[config.mk]
export PLATFORM = sky130hd
export DESIGN_NAME = soc_platform
export DESIGN_NICKNAME = d
export VERILOG_FILES = /design/src/design/bus_pkg.sv /design/src/design/memmap_pkg.sv /design/src/design/cmd_queue.sv /design/src/design/host_port.sv /design/src/design/io_regs.sv /design/src/design/soc_platform.sv /design/src/design/txn_engine.sv
export VERILOG_INCLUDE_DIRS = /design/src /design/src/design
export SDC_FILE = /design/constraint.sdc
export NUM_CORES = 1
export LEC_CHECK = 0
export BUFFER_PORTS_ARGS = -buffer_cell sky130_fd_sc_hd__buf_2
export CORE_MARGIN = 2
export CORE_UTILIZATION = 25
export CTS_CLUSTER_DIAMETER = 50
export CTS_CLUSTER_SIZE = 14
export DETAILED_ROUTE_END_ITERATION = 6
export GPL_TIMING_DRIVEN = 1
export HOLD_SLACK_MARGIN = 0.02
export PLACE_DENSITY = 0.36
export SYNTH_ARGS = -nofsm -noshare
export SYNTH_HDL_FRONTEND = slang
export SYNTH_SLANG_ARGS = --single-unit
[constraint.sdc]
create_clock -name aclk -period 7.4 [get_ports aclk]
set_clock_uncertainty 0.15 [all_clocks]
set_input_delay 2.22 -clock aclk [delete_from_list [all_inputs] [get_ports aclk]]
set_output_delay 2.22 -clock aclk [all_outputs]
set_load 0.01 [all_outputs]
[src/design/platform_settings.svh]
// Widths, queue depth and memory map of the platform
// IO offsets are relative to PLAT_IO_BASE and must be word aligned
`ifndef PLATFORM_SETTINGS_SVH
`define PLATFORM_SETTINGS_SVH

// Datapath
`define PLAT_XLEN           32
`define PLAT_ADDR_W         24

// Entries in the command and response queues
`define PLAT_QUEUE_DEPTH    4

//////////////////////////////
// Memory map
//////////////////////////////
`define PLAT_RAM_END        24'h0F_FFFF
`define PLAT_IO_BASE        24'h10_0000

`define PLAT_GPIO_OUT_OFS   24'h00_0000
`define PLAT_GPIO_IN_OFS    24'h00_0004
`define PLAT_MTIME_OFS      24'h00_0018
`define PLAT_MTIMECMP_OFS   24'h00_001C

`endif

[src/design/bus_pkg.sv]
// Transaction payloads carried between the host, the queues and the engine
// Every access is a full word, no byte strobes
`default_nettype none

`include "platform_settings.svh"

package bus_pkg;

    // One host request, 57 bits
    typedef struct packed {
        logic [`PLAT_ADDR_W-1:0] addr;
        logic                    we;
        logic [`PLAT_XLEN-1:0]   wdata;
    } bus_cmd_t;

    // One read result, 33 bits
    // err flags an unmapped address or IO offset
    typedef struct packed {
        logic [`PLAT_XLEN-1:0] rdata;
        logic                  err;
    } bus_rsp_t;

endpackage

`default_nettype wire

[src/design/memmap_pkg.sv]
// Decode targets of the platform memory map
`default_nettype none

package memmap_pkg;

    //////////////////////////////
    // Address regions
    //////////////////////////////
    typedef enum logic [1:0] {
        RAM  = 2'd0,
        IO   = 2'd1,
        NONE = 2'd2
    } region_t;

    //////////////////////////////
    // IO registers
    //////////////////////////////

    // BAD covers every offset without a register behind it
    typedef enum logic [2:0] {
        GPIO_OUT = 3'd0,
        GPIO_IN  = 3'd1,
        MTIME    = 3'd2,
        MTIMECMP = 3'd3,
        BAD      = 3'd4
    } io_reg_t;

endpackage

`default_nettype wire

[src/design/cmd_queue.sv]
// Synchronous FIFO of PLAT_QUEUE_DEPTH entries, any packed payload
// A push while full or a pop while empty is ignored
`timescale 1ns/100ps
`default_nettype none

`include "platform_settings.svh"

module cmd_queue #(
    parameter type item_t = logic [7:0]
) (
    input  wire        aclk,
    input  wire        reset,
    input  wire        push,
    input  wire item_t push_item,
    input  wire        pop,
    output item_t      head_item,
    output logic       full,
    output logic       empty
);

    localparam int DEPTH = `PLAT_QUEUE_DEPTH;
    localparam int PTR_W = (DEPTH > 1) ? $clog2(DEPTH) : 1;
    localparam int CNT_W = $clog2(DEPTH + 1);

    item_t            mem [DEPTH];
    logic [PTR_W-1:0] wr_ptr;
    logic [PTR_W-1:0] rd_ptr;
    logic [CNT_W-1:0] count;
    logic             do_push;
    logic             do_pop;

    assign do_push = push && !full;
    assign do_pop  = pop && !empty;

    assign full      = (count == CNT_W'(DEPTH));
    assign empty     = (count == '0);
    assign head_item = mem[rd_ptr];

    // Storage
    always_ff @(posedge aclk) begin
        if (do_push) begin
            mem[wr_ptr] <= push_item;
        end
    end

    // Pointers wrap explicitly so any depth works
    always_ff @(posedge aclk) begin
        if (reset) begin
            wr_ptr <= '0;
            rd_ptr <= '0;
            count  <= '0;
        end else begin
            if (do_push) begin
                wr_ptr <= (wr_ptr == PTR_W'(DEPTH - 1)) ? '0 : wr_ptr + 1'b1;
            end
            if (do_pop) begin
                rd_ptr <= (rd_ptr == PTR_W'(DEPTH - 1)) ? '0 : rd_ptr + 1'b1;
            end
            if (do_push && !do_pop) begin
                count <= count + 1'b1;
            end else if (do_pop && !do_push) begin
                count <= count - 1'b1;
            end
        end
    end

endmodule

`default_nettype wire

[src/design/host_port.sv]
// Host side handshakes, both four-phase
// Only one request is open at a time; the next is taken after host_ack drops
`timescale 1ns/100ps
`default_nettype none

module host_port (
    input  wire               aclk,
    input  wire               reset,
    input  wire               host_req,
    input  wire bus_pkg::bus_cmd_t host_cmd,
    input  wire               rsp_ack,
    input  wire               cmd_full,
    input  wire               rsp_empty,
    input  wire bus_pkg::bus_rsp_t rsp_head,
    output logic              host_ack,
    output logic              rsp_req,
    output bus_pkg::bus_rsp_t rsp_data,
    output logic              cmd_push,
    output bus_pkg::bus_cmd_t cmd_item,
    output logic              rsp_pop
);

    typedef enum logic [1:0] {
        REQ_IDLE,
        REQ_PUSHED,
        REQ_ACKED
    } req_state_t;

    typedef enum logic [1:0] {
        RSP_IDLE,
        RSP_OFFER,
        RSP_DRAIN
    } rsp_state_t;

    req_state_t req_state;
    rsp_state_t rsp_state;

    //////////////////////////////
    // Request channel
    //////////////////////////////

    // Push on the first edge that sees the request with room in the queue
    assign cmd_push = (req_state == REQ_IDLE) && host_req && !cmd_full;
    assign cmd_item = host_cmd;

    always_ff @(posedge aclk) begin
        if (reset) begin
            req_state <= REQ_IDLE;
            host_ack  <= 1'b0;
        end else begin
            case (req_state)
                REQ_IDLE: begin
                    if (cmd_push) begin
                        req_state <= REQ_PUSHED;
                    end
                end
                REQ_PUSHED: begin
                    host_ack  <= 1'b1;
                    req_state <= REQ_ACKED;
                end
                default: begin
                    // Wait for the host to release its request
                    if (!host_req) begin
                        host_ack  <= 1'b0;
                        req_state <= REQ_IDLE;
                    end
                end
            endcase
        end
    end

    //////////////////////////////
    // Response channel
    //////////////////////////////

    // Head stays put until the pop, so the data is stable under rsp_req
    assign rsp_data = rsp_head;
    assign rsp_pop  = (rsp_state == RSP_OFFER) && rsp_ack;

    always_ff @(posedge aclk) begin
        if (reset) begin
            rsp_state <= RSP_IDLE;
            rsp_req   <= 1'b0;
        end else begin
            case (rsp_state)
                RSP_IDLE: begin
                    if (!rsp_empty) begin
                        rsp_req   <= 1'b1;
                        rsp_state <= RSP_OFFER;
                    end
                end
                RSP_OFFER: begin
                    if (rsp_ack) begin
                        rsp_req   <= 1'b0;
                        rsp_state <= RSP_DRAIN;
                    end
                end
                default: begin
                    if (!rsp_ack) begin
                        rsp_state <= RSP_IDLE;
                    end
                end
            endcase
        end
    end

endmodule

`default_nettype wire

[src/design/io_regs.sv]
// GPIO registers and a 32-bit CLINT-style timer clocked by rtc edges
// rtc must be slower than aclk by at least a factor of two
`timescale 1ns/100ps
`default_nettype none

`include "platform_settings.svh"

module io_regs (
    input  wire                       aclk,
    input  wire                       reset,
    input  wire                       rtc,
    input  wire memmap_pkg::io_reg_t  sel,
    input  wire                       wr,
    input  wire  [`PLAT_XLEN-1:0]     wdata,
    input  wire  [`PLAT_XLEN-1:0]     gpio_in,
    output logic [`PLAT_XLEN-1:0]     rdata,
    output logic [`PLAT_XLEN-1:0]     gpio_out,
    output logic                      timer_irq
);

    logic                  rtc_meta;
    logic                  rtc_sync;
    logic                  rtc_prev;
    logic                  rtc_rise;
    logic                  cmp_init;
    logic [`PLAT_XLEN-1:0] gpio_in_q;
    logic [`PLAT_XLEN-1:0] mtime;
    logic [`PLAT_XLEN-1:0] mtimecmp;

    //////////////////////////////
    // rtc synchronizer
    //////////////////////////////
    always_ff @(posedge aclk) begin
        if (reset) begin
            rtc_meta <= 1'b0;
            rtc_sync <= 1'b0;
            rtc_prev <= 1'b0;
        end else begin
            rtc_meta <= rtc;
            rtc_sync <= rtc_meta;
            rtc_prev <= rtc_sync;
        end
    end

    assign rtc_rise = rtc_sync && !rtc_prev;

    // Input port sample
    always_ff @(posedge aclk) begin
        gpio_in_q <= gpio_in;
    end

    //////////////////////////////
    // Registers and timer
    //////////////////////////////
    always_ff @(posedge aclk) begin
        if (reset) begin
            gpio_out  <= '0;
            mtime     <= '0;
            mtimecmp  <= '0;
            cmp_init  <= 1'b1;
            timer_irq <= 1'b0;
        end else begin
            cmp_init <= 1'b0;
            // Compare value parks at all ones after reset, irq off
            if (cmp_init) begin
                mtimecmp <= '1;
            end
            if (wr && sel == memmap_pkg::MTIMECMP) begin
                mtimecmp <= wdata;
            end
            if (wr && sel == memmap_pkg::GPIO_OUT) begin
                gpio_out <= wdata;
            end
            if (wr && sel == memmap_pkg::MTIME) begin
                mtime <= wdata;
            end else if (rtc_rise) begin
                mtime <= mtime + 1'b1;
            end
            timer_irq <= !cmp_init && (mtime >= mtimecmp);
        end
    end

    // Read mux, BAD reads as zero
    always_comb begin
        case (sel)
            memmap_pkg::GPIO_OUT: rdata = gpio_out;
            memmap_pkg::GPIO_IN:  rdata = gpio_in_q;
            memmap_pkg::MTIME:    rdata = mtime;
            memmap_pkg::MTIMECMP: rdata = mtimecmp;
            default:              rdata = '0;
        endcase
    end

endmodule

`default_nettype wire

[src/design/soc_platform.sv]
// Platform top, one host requester with in-order read responses
// RAM sits outside behind the four-phase memory port
`timescale 1ns/100ps
`default_nettype none

`include "platform_settings.svh"

module soc_platform (
    input  wire                    aclk,
    input  wire                    reset,
    input  wire                    host_req,
    input  wire bus_pkg::bus_cmd_t host_cmd,
    input  wire                    rsp_ack,
    input  wire                    mem_ack,
    input  wire  [`PLAT_XLEN-1:0]  mem_rdata,
    input  wire                    rtc,
    input  wire  [`PLAT_XLEN-1:0]  gpio_in,
    output logic                   host_ack,
    output logic                   rsp_req,
    output bus_pkg::bus_rsp_t      rsp_data,
    output logic                   mem_req,
    output bus_pkg::bus_cmd_t      mem_cmd,
    output logic [`PLAT_XLEN-1:0]  gpio_out,
    output logic                   timer_irq
);

    // Command path
    logic                  cmd_push;
    bus_pkg::bus_cmd_t     cmd_item;
    logic                  cmd_full;
    logic                  cmd_pop;
    bus_pkg::bus_cmd_t     cmd_head;
    logic                  cmd_empty;

    // Response path
    logic                  rsp_push;
    bus_pkg::bus_rsp_t     rsp_item;
    logic                  rsp_full;
    logic                  rsp_pop;
    bus_pkg::bus_rsp_t     rsp_head;
    logic                  rsp_empty;

    // IO register access
    memmap_pkg::io_reg_t   io_sel;
    logic                  io_wr;
    logic [`PLAT_XLEN-1:0] io_wdata;
    logic [`PLAT_XLEN-1:0] io_rdata;

    //////////////////////////////
    // Instances
    //////////////////////////////
    host_port port0 (
        .aclk      (aclk),
        .reset     (reset),
        .host_req  (host_req),
        .host_cmd  (host_cmd),
        .rsp_ack   (rsp_ack),
        .cmd_full  (cmd_full),
        .rsp_empty (rsp_empty),
        .rsp_head  (rsp_head),
        .host_ack  (host_ack),
        .rsp_req   (rsp_req),
        .rsp_data  (rsp_data),
        .cmd_push  (cmd_push),
        .cmd_item  (cmd_item),
        .rsp_pop   (rsp_pop)
    );

    cmd_queue #(.item_t(bus_pkg::bus_cmd_t)) cmd_q0 (
        .aclk      (aclk),
        .reset     (reset),
        .push      (cmd_push),
        .push_item (cmd_item),
        .pop       (cmd_pop),
        .head_item (cmd_head),
        .full      (cmd_full),
        .empty     (cmd_empty)
    );

    cmd_queue #(.item_t(bus_pkg::bus_rsp_t)) rsp_q0 (
        .aclk      (aclk),
        .reset     (reset),
        .push      (rsp_push),
        .push_item (rsp_item),
        .pop       (rsp_pop),
        .head_item (rsp_head),
        .full      (rsp_full),
        .empty     (rsp_empty)
    );

    txn_engine engine0 (
        .aclk      (aclk),
        .reset     (reset),
        .cmd_empty (cmd_empty),
        .cmd_head  (cmd_head),
        .rsp_full  (rsp_full),
        .mem_ack   (mem_ack),
        .mem_rdata (mem_rdata),
        .io_rdata  (io_rdata),
        .cmd_pop   (cmd_pop),
        .rsp_push  (rsp_push),
        .rsp_item  (rsp_item),
        .mem_req   (mem_req),
        .mem_cmd   (mem_cmd),
        .io_sel    (io_sel),
        .io_wr     (io_wr),
        .io_wdata  (io_wdata)
    );

    io_regs io0 (
        .aclk      (aclk),
        .reset     (reset),
        .rtc       (rtc),
        .sel       (io_sel),
        .wr        (io_wr),
        .wdata     (io_wdata),
        .gpio_in   (gpio_in),
        .rdata     (io_rdata),
        .gpio_out  (gpio_out),
        .timer_irq (timer_irq)
    );

endmodule

`default_nettype wire

[src/design/txn_engine.sv]
// Executes queued commands in order against RAM or the IO registers
// Writes are posted; only reads produce a response
`timescale 1ns/100ps
`default_nettype none

`include "platform_settings.svh"

module txn_engine (
    input  wire                        aclk,
    input  wire                        reset,
    input  wire                        cmd_empty,
    input  wire bus_pkg::bus_cmd_t     cmd_head,
    input  wire                        rsp_full,
    input  wire                        mem_ack,
    input  wire  [`PLAT_XLEN-1:0]      mem_rdata,
    input  wire  [`PLAT_XLEN-1:0]      io_rdata,
    output logic                       cmd_pop,
    output logic                       rsp_push,
    output bus_pkg::bus_rsp_t          rsp_item,
    output logic                       mem_req,
    output bus_pkg::bus_cmd_t          mem_cmd,
    output memmap_pkg::io_reg_t        io_sel,
    output logic                       io_wr,
    output logic [`PLAT_XLEN-1:0]      io_wdata
);

    typedef enum logic [1:0] {
        ST_IDLE,
        ST_MEM,
        ST_HOLD
    } state_t;

    state_t                  state;
    memmap_pkg::region_t     region;
    logic [`PLAT_ADDR_W-1:0] io_ofs;
    logic                    take;
    bus_pkg::bus_rsp_t       mem_rsp;
    bus_pkg::bus_rsp_t       rsp_hold;

    //////////////////////////////
    // Address decode
    //////////////////////////////
    assign io_ofs = cmd_head.addr - `PLAT_IO_BASE;

    always_comb begin
        // IO window is 1 MB, the same span as RAM
        if (cmd_head.addr <= `PLAT_RAM_END) begin
            region = memmap_pkg::RAM;
        end else if (cmd_head.addr >= `PLAT_IO_BASE && io_ofs <= `PLAT_RAM_END) begin
            region = memmap_pkg::IO;
        end else begin
            region = memmap_pkg::NONE;
        end
        case (io_ofs)
            `PLAT_GPIO_OUT_OFS: io_sel = memmap_pkg::GPIO_OUT;
            `PLAT_GPIO_IN_OFS:  io_sel = memmap_pkg::GPIO_IN;
            `PLAT_MTIME_OFS:    io_sel = memmap_pkg::MTIME;
            `PLAT_MTIMECMP_OFS: io_sel = memmap_pkg::MTIMECMP;
            default:            io_sel = memmap_pkg::BAD;
        endcase
    end

    // A new RAM access waits until the previous ack is gone
    assign take    = (state == ST_IDLE) && !cmd_empty
                     && !(region == memmap_pkg::RAM && mem_ack);
    assign cmd_pop = take;

    // IO accesses happen in the pop cycle
    assign io_wr    = take && (region == memmap_pkg::IO) && cmd_head.we;
    assign io_wdata = cmd_head.wdata;

    //////////////////////////////
    // Response path
    //////////////////////////////
    assign mem_rsp.rdata = mem_rdata;
    assign mem_rsp.err   = 1'b0;

    assign rsp_item = (state == ST_MEM) ? mem_rsp : rsp_hold;
    assign rsp_push = !rsp_full
                      && ((state == ST_HOLD)
                          || (state == ST_MEM && mem_ack && !mem_cmd.we));

    always_ff @(posedge aclk) begin
        if (reset) begin
            state   <= ST_IDLE;
            mem_req <= 1'b0;
        end else begin
            case (state)
                ST_IDLE: begin
                    if (take && region == memmap_pkg::RAM) begin
                        mem_req <= 1'b1;
                        state   <= ST_MEM;
                    end else if (take && !cmd_head.we) begin
                        state <= ST_HOLD;
                    end
                end
                ST_MEM: begin
                    if (mem_ack) begin
                        mem_req <= 1'b0;
                        // Read with a full response queue parks in HOLD
                        state <= (!mem_cmd.we && rsp_full) ? ST_HOLD : ST_IDLE;
                    end
                end
                default: begin
                    if (!rsp_full) begin
                        state <= ST_IDLE;
                    end
                end
            endcase
        end
    end

    // Payload registers
    always_ff @(posedge aclk) begin
        if (take && region == memmap_pkg::RAM) begin
            mem_cmd <= cmd_head;
        end
        if (take && region == memmap_pkg::IO) begin
            rsp_hold.rdata <= io_rdata;
            rsp_hold.err   <= (io_sel == memmap_pkg::BAD);
        end else if (take && region == memmap_pkg::NONE) begin
            rsp_hold.rdata <= '0;
            rsp_hold.err   <= 1'b1;
        end else if (state == ST_MEM && mem_ack) begin
            rsp_hold <= mem_rsp;
        end
    end

endmodule

`default_nettype wire

# Word-level counts from Yosys, hierarchy flattened
# Memory sizes are Yosys's and may differ from the RTL's. A register that Yosys moved wholly into a read port is not among the register bits.
# Cells that the tools add are included.
[word_totals] elab_cells=186 out_inout_bits=126 ramBits=360 inputBits=127 ff_bits=246 mem_count=2
[classes] magnitude_cmp=4 n_addsub=10 n_bitwise=1 eq_ne=29 reduce_logical=64 muxes=50
[memory_table] name="cmd_q0.mem" depth=4 word_bits=57 read_ports=1 rd_clocked_by_memory_dff=1 wr=1 line_no="cmd_queue.sv:25" text="item_t mem [DEPTH];"
[memory_table] name="rsp_q0.mem" depth=4 word_bits=33 read_ports=1 rd_clocked_by_memory_dff=1 wr=1 line_no="cmd_queue.sv:25"
[op_table] op="$mux W33" n=4
[op_table] op="$mux W32" n=4
[op_table] op="$pmux W32 S4" n=1
[op_table] op="$eq A24 B5 Y1 const B" n=2
[op_table] op="$le A24 B20 Y1 const B" n=2
[op_table] op="$mux W2" n=20
[op_table] op="$add A32 B1 Y32 const B" n=1
[op_table] op="$ge A32 B32 Y1" n=1
[op_table] op="$logic_and A1 B1 Y1" n=29
[op_table] op="$eq A24 B3 Y1 const B" n=1
[op_table] op="$ge A24 B21 Y1 const B" n=1
[op_table] op="$logic_not A24 Y1" n=1
[op_table] op="$sub A24 B21 Y24 const B" n=1
[op_table] op="$logic_not A1 Y1" n=13
[op_table] op="$eq A2 B2 Y1 const B" n=6
[op_table] op="$mux W3" n=4
[op_table] op="$pmux W2 S2" n=3
[op_table] op="$pmux W3 S4" n=1
[op_table] op="$reduce_and A3 Y1" n=4
[op_table] op="$reduce_bool A2 Y1" n=6
[op_table] op="$mux W1" n=10
[op_table] op="$eq A3 B3 Y1 const B" n=3
[op_table] op="$logic_not A3 Y1" n=3
[op_table] op="$add A2 B1 Y2 const B" n=4
[op_table] op="15 further kinds" n=33

# Logic depth before layout (Yosys ltp)
[logic_depth] word_depth=13 depth_mapped=13

# By module
# Synthesis repeated with hierarchy kept, for this count alone.
[unflattened] hier_cells=1742 hier_area_um2=25067.8
[modules_own_cells] mod="cmd_queue at cmd_q0" seq_area_each_um2=7026.7 area_per_inst_um2=8720.9 n_inst=1 cells_per_inst=347
[modules_own_cells] mod="io_regs" seq_area_each_um2=2662.6 area_per_inst_um2=6165.9 n_inst=1 cells_per_inst=743
[modules_own_cells] mod="cmd_queue at rsp_q0" seq_area_each_um2=4144.0 area_per_inst_um2=5248.8 n_inst=1 cells_per_inst=223
[modules_own_cells] mod="txn_engine" seq_area_each_um2=2762.6 area_per_inst_um2=3995.1 n_inst=1 cells_per_inst=313
[modules_own_cells] mod="host_port" seq_area_each_um2=120.1 area_per_inst_um2=937.1 n_inst=1 cells_per_inst=116

# Worst setup path after synthesis
# No wires, ideal clock.
[synth_timing] path_kind="input to register" startpoint="input port host_req" endpoint="memory cmd_q0.mem[0][0] (netlist name) (enable)" arrival_time_ns=4.065 path_stages=3 required_time_ns=6.829 slack_ns=2.764 setup_ns=0.421 path_cell_list="nand2_1 > a21oi_1 > and2_1"
[synth_between] elab_chain_len=5
[synth_rtl] item="start: declaration" line_no="soc_platform.sv:11" text="input wire host_req,"
[synth_rtl] item="$logic_and A1 B1 Y1 (2 in a row)" line_no="host_port.sv:43" text="assign cmd_push = (req_state == REQ_IDLE) && host_req && !cmd_full;"
[synth_rtl] item="$logic_and A1 B1 Y1" line_no="cmd_queue.sv:32" text="assign do_push = push && !full;"
[synth_rtl] item="named net cmd_q0.do_push" line_no="cmd_queue.sv:29" text="logic do_push;"
[synth_rtl] item="$mux W1" line_no="cmd_queue.sv:41" text="if (do_push) begin"
[synth_rtl] item="$mux W1 (not written as such)" line_no="cmd_queue.sv:42" text="mem[wr_ptr] <= push_item;"
[synth_rtl] item="end: declaration" line_no="cmd_queue.sv:25"
# The timed path passes the listed nets, and every way through them passes these cells.

==> impl_metrics.tcl <==
set metrics [dict create \
    cts_post_setup_buffers_inserted 0 \
    run_status "finished, final reports clean" \
    cp_cell_sequence "mux4_2 -> buf_2" \
    leakagePower_nw 10.50 \
    cp.arrival_ns 2.35 \
    fmax_ghz 0.2119 \
    synth_cells 1589 \
    route.detailed.wl_per_inst_um 22.36 \
    drtIter0Drc 969 \
    initial_antenna_violation_count 16 \
    slew_viol_final 0 \
    netlist.top_cell.by_area "edfxtp_1" \
    max-slew-margin-rel 0.2724 \
    clock_latency_of_the_later_clocked_register_in_the_worst_skew_pair_ns 0.65 \
    mappedNetlistArea_um2 24260 \
    cts_root_buffer "clkbuf_16" \
    comb_power_share 0.183 \
    worstSetupEndpointType "output pin" \
    worst_path_max_delay_cell "dfxtp_4" \
    nNetsFinal 2052 \
    route.detailed.drc 0 \
    synth.yosys.warnings 0 \
    post_cts_resize_count 0 \
    synth_top_cell_area_share 0.5571 \
    cp_data_required_time_ns 5.03 \
    synth_nets 1763 \
    number_of_buffers_inserted_by_hold_repair_at_cts 0 \
    post-route-period-util 0.6379 \
    number_of_distinct_library_cells_after_synthesis 48 \
    place_inst 3059 \
    portBuffers 252 \
    cts_max_level 3 \
    cts.sinks 610 \
    post_synth.cell_area_avg_um2 15.26 \
    commonest_cells_after_routing_fill_and_taps_aside "edfxtp_1 (450), buf_2 (251), dfxtp_1 (156)" \
    post-dp-hpwl_um 47320 \
    die_width_um 315.5 \
    p_seq_frac 0.410 \
    tritoncts_clock_tree "done" \
    path_clk_slew_ns 0.06 \
    setup_repair_after_global_routing_missed_its_margin "no" \
    critical_path.max_stage_delay_ns 0.81 \
    layout_commonest_cell "edfxtp_1" \
    final-instance-count-excl-fill 3239 \
    core_region_area_um2 96420 \
    finalCoreUtilization 0.3134 \
    cts_made_buffers 93 \
    post_drt_via_cell_ratio 4.481 \
    io-pin-count 253 \
    grt-ovfl-total 0 \
    synth-edff-count 450 \
    cts.path.max_buffers 3 \
    total_switching_power_mw 3.292 \
    ys_ff_latch 610 \
    route.vias.total 14510 \
    grt_start_max_net_pins 71 \
    maxCapViolations 0 \
    totalPowerFinal_mw 10.94 \
    switching_share 0.3009 \
    num-fill-cells 9678 \
    finalWeightedCongestion 0.7680 \
    path_max_fanout 33 \
    grt_overall_usage 0.1438 \
    std_cell_rows 114 \
    wirelength_um 72420 \
    period_minus_slack_ns 4.720 \
    combined_area_of_the_multi_input_logic_cells_um2 7000 \
    grt_pass1_wl_um 103600 \
    max_slew.worst_pin.slew_ns 1.080 \
    yosys-top-cells-area "edfxtp_1 (56%), dfxtp_1 (13%), mux4_2 (7.4%)" \
    hold_class "flop to flop" \
    ys_async_sr_fraction 0 \
    detailedRoute.firstPassIterationCount 7 \
    setup_tns_ns 0 \
    ys_seq_area_frac 0.6892 \
    ant_nets 0 \
    irDropWorstVdd_v 0.0002080 \
    setup.worst_path.class "flop to output pin" \
    clock_power_share 0.407 \
    drive_above_1_share 0.3032 \
    first_global_vias 14700 \
    synth-main-ff-cell "edfxtp_1" \
    critPathLaunchType "flop" \
    layout-area-overhead-vs-synth_pct 24.57 \
    power.density_nw_per_um2 362.1 \
    setup-violations-final 0 \
    die_area_um2 99530 \
    internal_power_mw 7.648 \
    die_height_um 315.5 \
    hold_viol_final 0 \
    seqCellArea_um2 16730 \
    initial_utilization 0.2516 \
]
[path summary, 6_finish.rpt]
kind,cells past startpoint,end,slack (ns),from
max,2,rsp_data[13],2.68,flop
max reg2reg,8,io0.mtimecmp[17],2.75,flop
min,1,io0.rtc_sync,0.29,io0.rtc_meta
min reg2reg,1,io0.rtc_sync,0.29,io0.rtc_meta
[power by group through the flow]
stage / combinational [mW] / clock, mW / sequential (mW)
5_1_grt: 2.20 / 4.75 / 4.53
3_5_place_dp: 2.05 / 0 / 4.57
2_1_floorplan: 1.29 / 0 / 4.43
3_3_place_gp: 2.04 / 0 / 4.56
6_report: 2.01 / 4.45 / 4.48
4_1_cts: 2.07 / 4.59 / 4.50
[layer usage]
| layer | part of all wire | wire length [um] | up-vias | track usage |
|---|---|---|---|---|
| li1 | - | - | 6690 | - |
| met1 | 0.46 | 33620 | 7266 | 0.1999 |
| met2 | 0.45 | 32720 | 422 | 0.2214 |
| met3 | 0.064 | 4638 | 119 | 0.03712 |
| met4 | 0.018 | 1335 | 16 | 0.04061 |
| met5 | 0.0015 | 107 | - | 0 |
[cell type report]
class                   count  share of cell area
flip-flops and latches    610              0.5536
multi-input cells         839              0.2317
inverters                  55            0.006874
clock inverters            76             0.02708
well taps                1276             0.05284
repair buffers            279             0.04895
clock buffers             100             0.07860
diodes                      4           0.0003313
[worst max-delay path: cells and delay by family (launching register included)]
family                 cells  cell delay [ns]
buffers and inverters      1             0.17
flip-flops                 1             0.81
multiplexers               1             0.65
[cells by family after synthesis]
kind of cell / after synthesis / share of synthesized area
flip-flops: 610 / 0.6892
buffers and inverters: 140 / 0.02363
AND/OR/NAND/NOR: 345 / 0.06474
AO/OA/AOI/OAI: 216 / 0.06071
multiplexers: 194 / 0.1235
adder cells (fa/ha/maj): 47 / 0.02486
XOR/XNOR: 37 / 0.01336
[metrics by stage]
| step | setup slack, ns | hold WS [ns] | cell area (um^2) |
|---|---|---|---|
| after global placement | 2.484 | 0.2928 | 27010 |
| after floorplan | 2.764 | 0.2638 | 24260 |
| after CTS | 2.561 | 0.2969 | 30210 |
| final | 2.680 | 0.2937 | 30220 |
| after detailed placement | 2.497 | 0.2849 | 27010 |
| after global routing | 2.425 | 0.3194 | 30210 |
[Yosys cell counts, types with 12 or more instances]
cell type	number
a22oi_1	32
o21bai_1	19
nand3_1	13
xor2_1	12
nor3_1	31
o221ai_1	33
mux4_2	80
a21oi_1	73
nand2_1	91
clkbuf_1	58
mux2_2	43
inv_1	55
edfxtp_1	450
xnor2_1	25
mux2i_1	71
nor2b_1	14
o21ai_0	21
ha_1	45
nand4_1	19
dfxtp_1	160
nor2_1	138
[sequential cells by signal (all words and copies together) (netlist names), 3 cells and up, named ones only]
name,cells
cmd_q0.mem,228
rsp_q0.mem,132
engine0.mem_cmd,57
engine0.rsp_hold,33
io0.gpio_in_q,32
io0.gpio_out,32
io0.mtime,32
io0.mtimecmp,32
cmd_q0.count,3
rsp_q0.count,3
No activity file was read; power rests on OpenSTA's default activity.
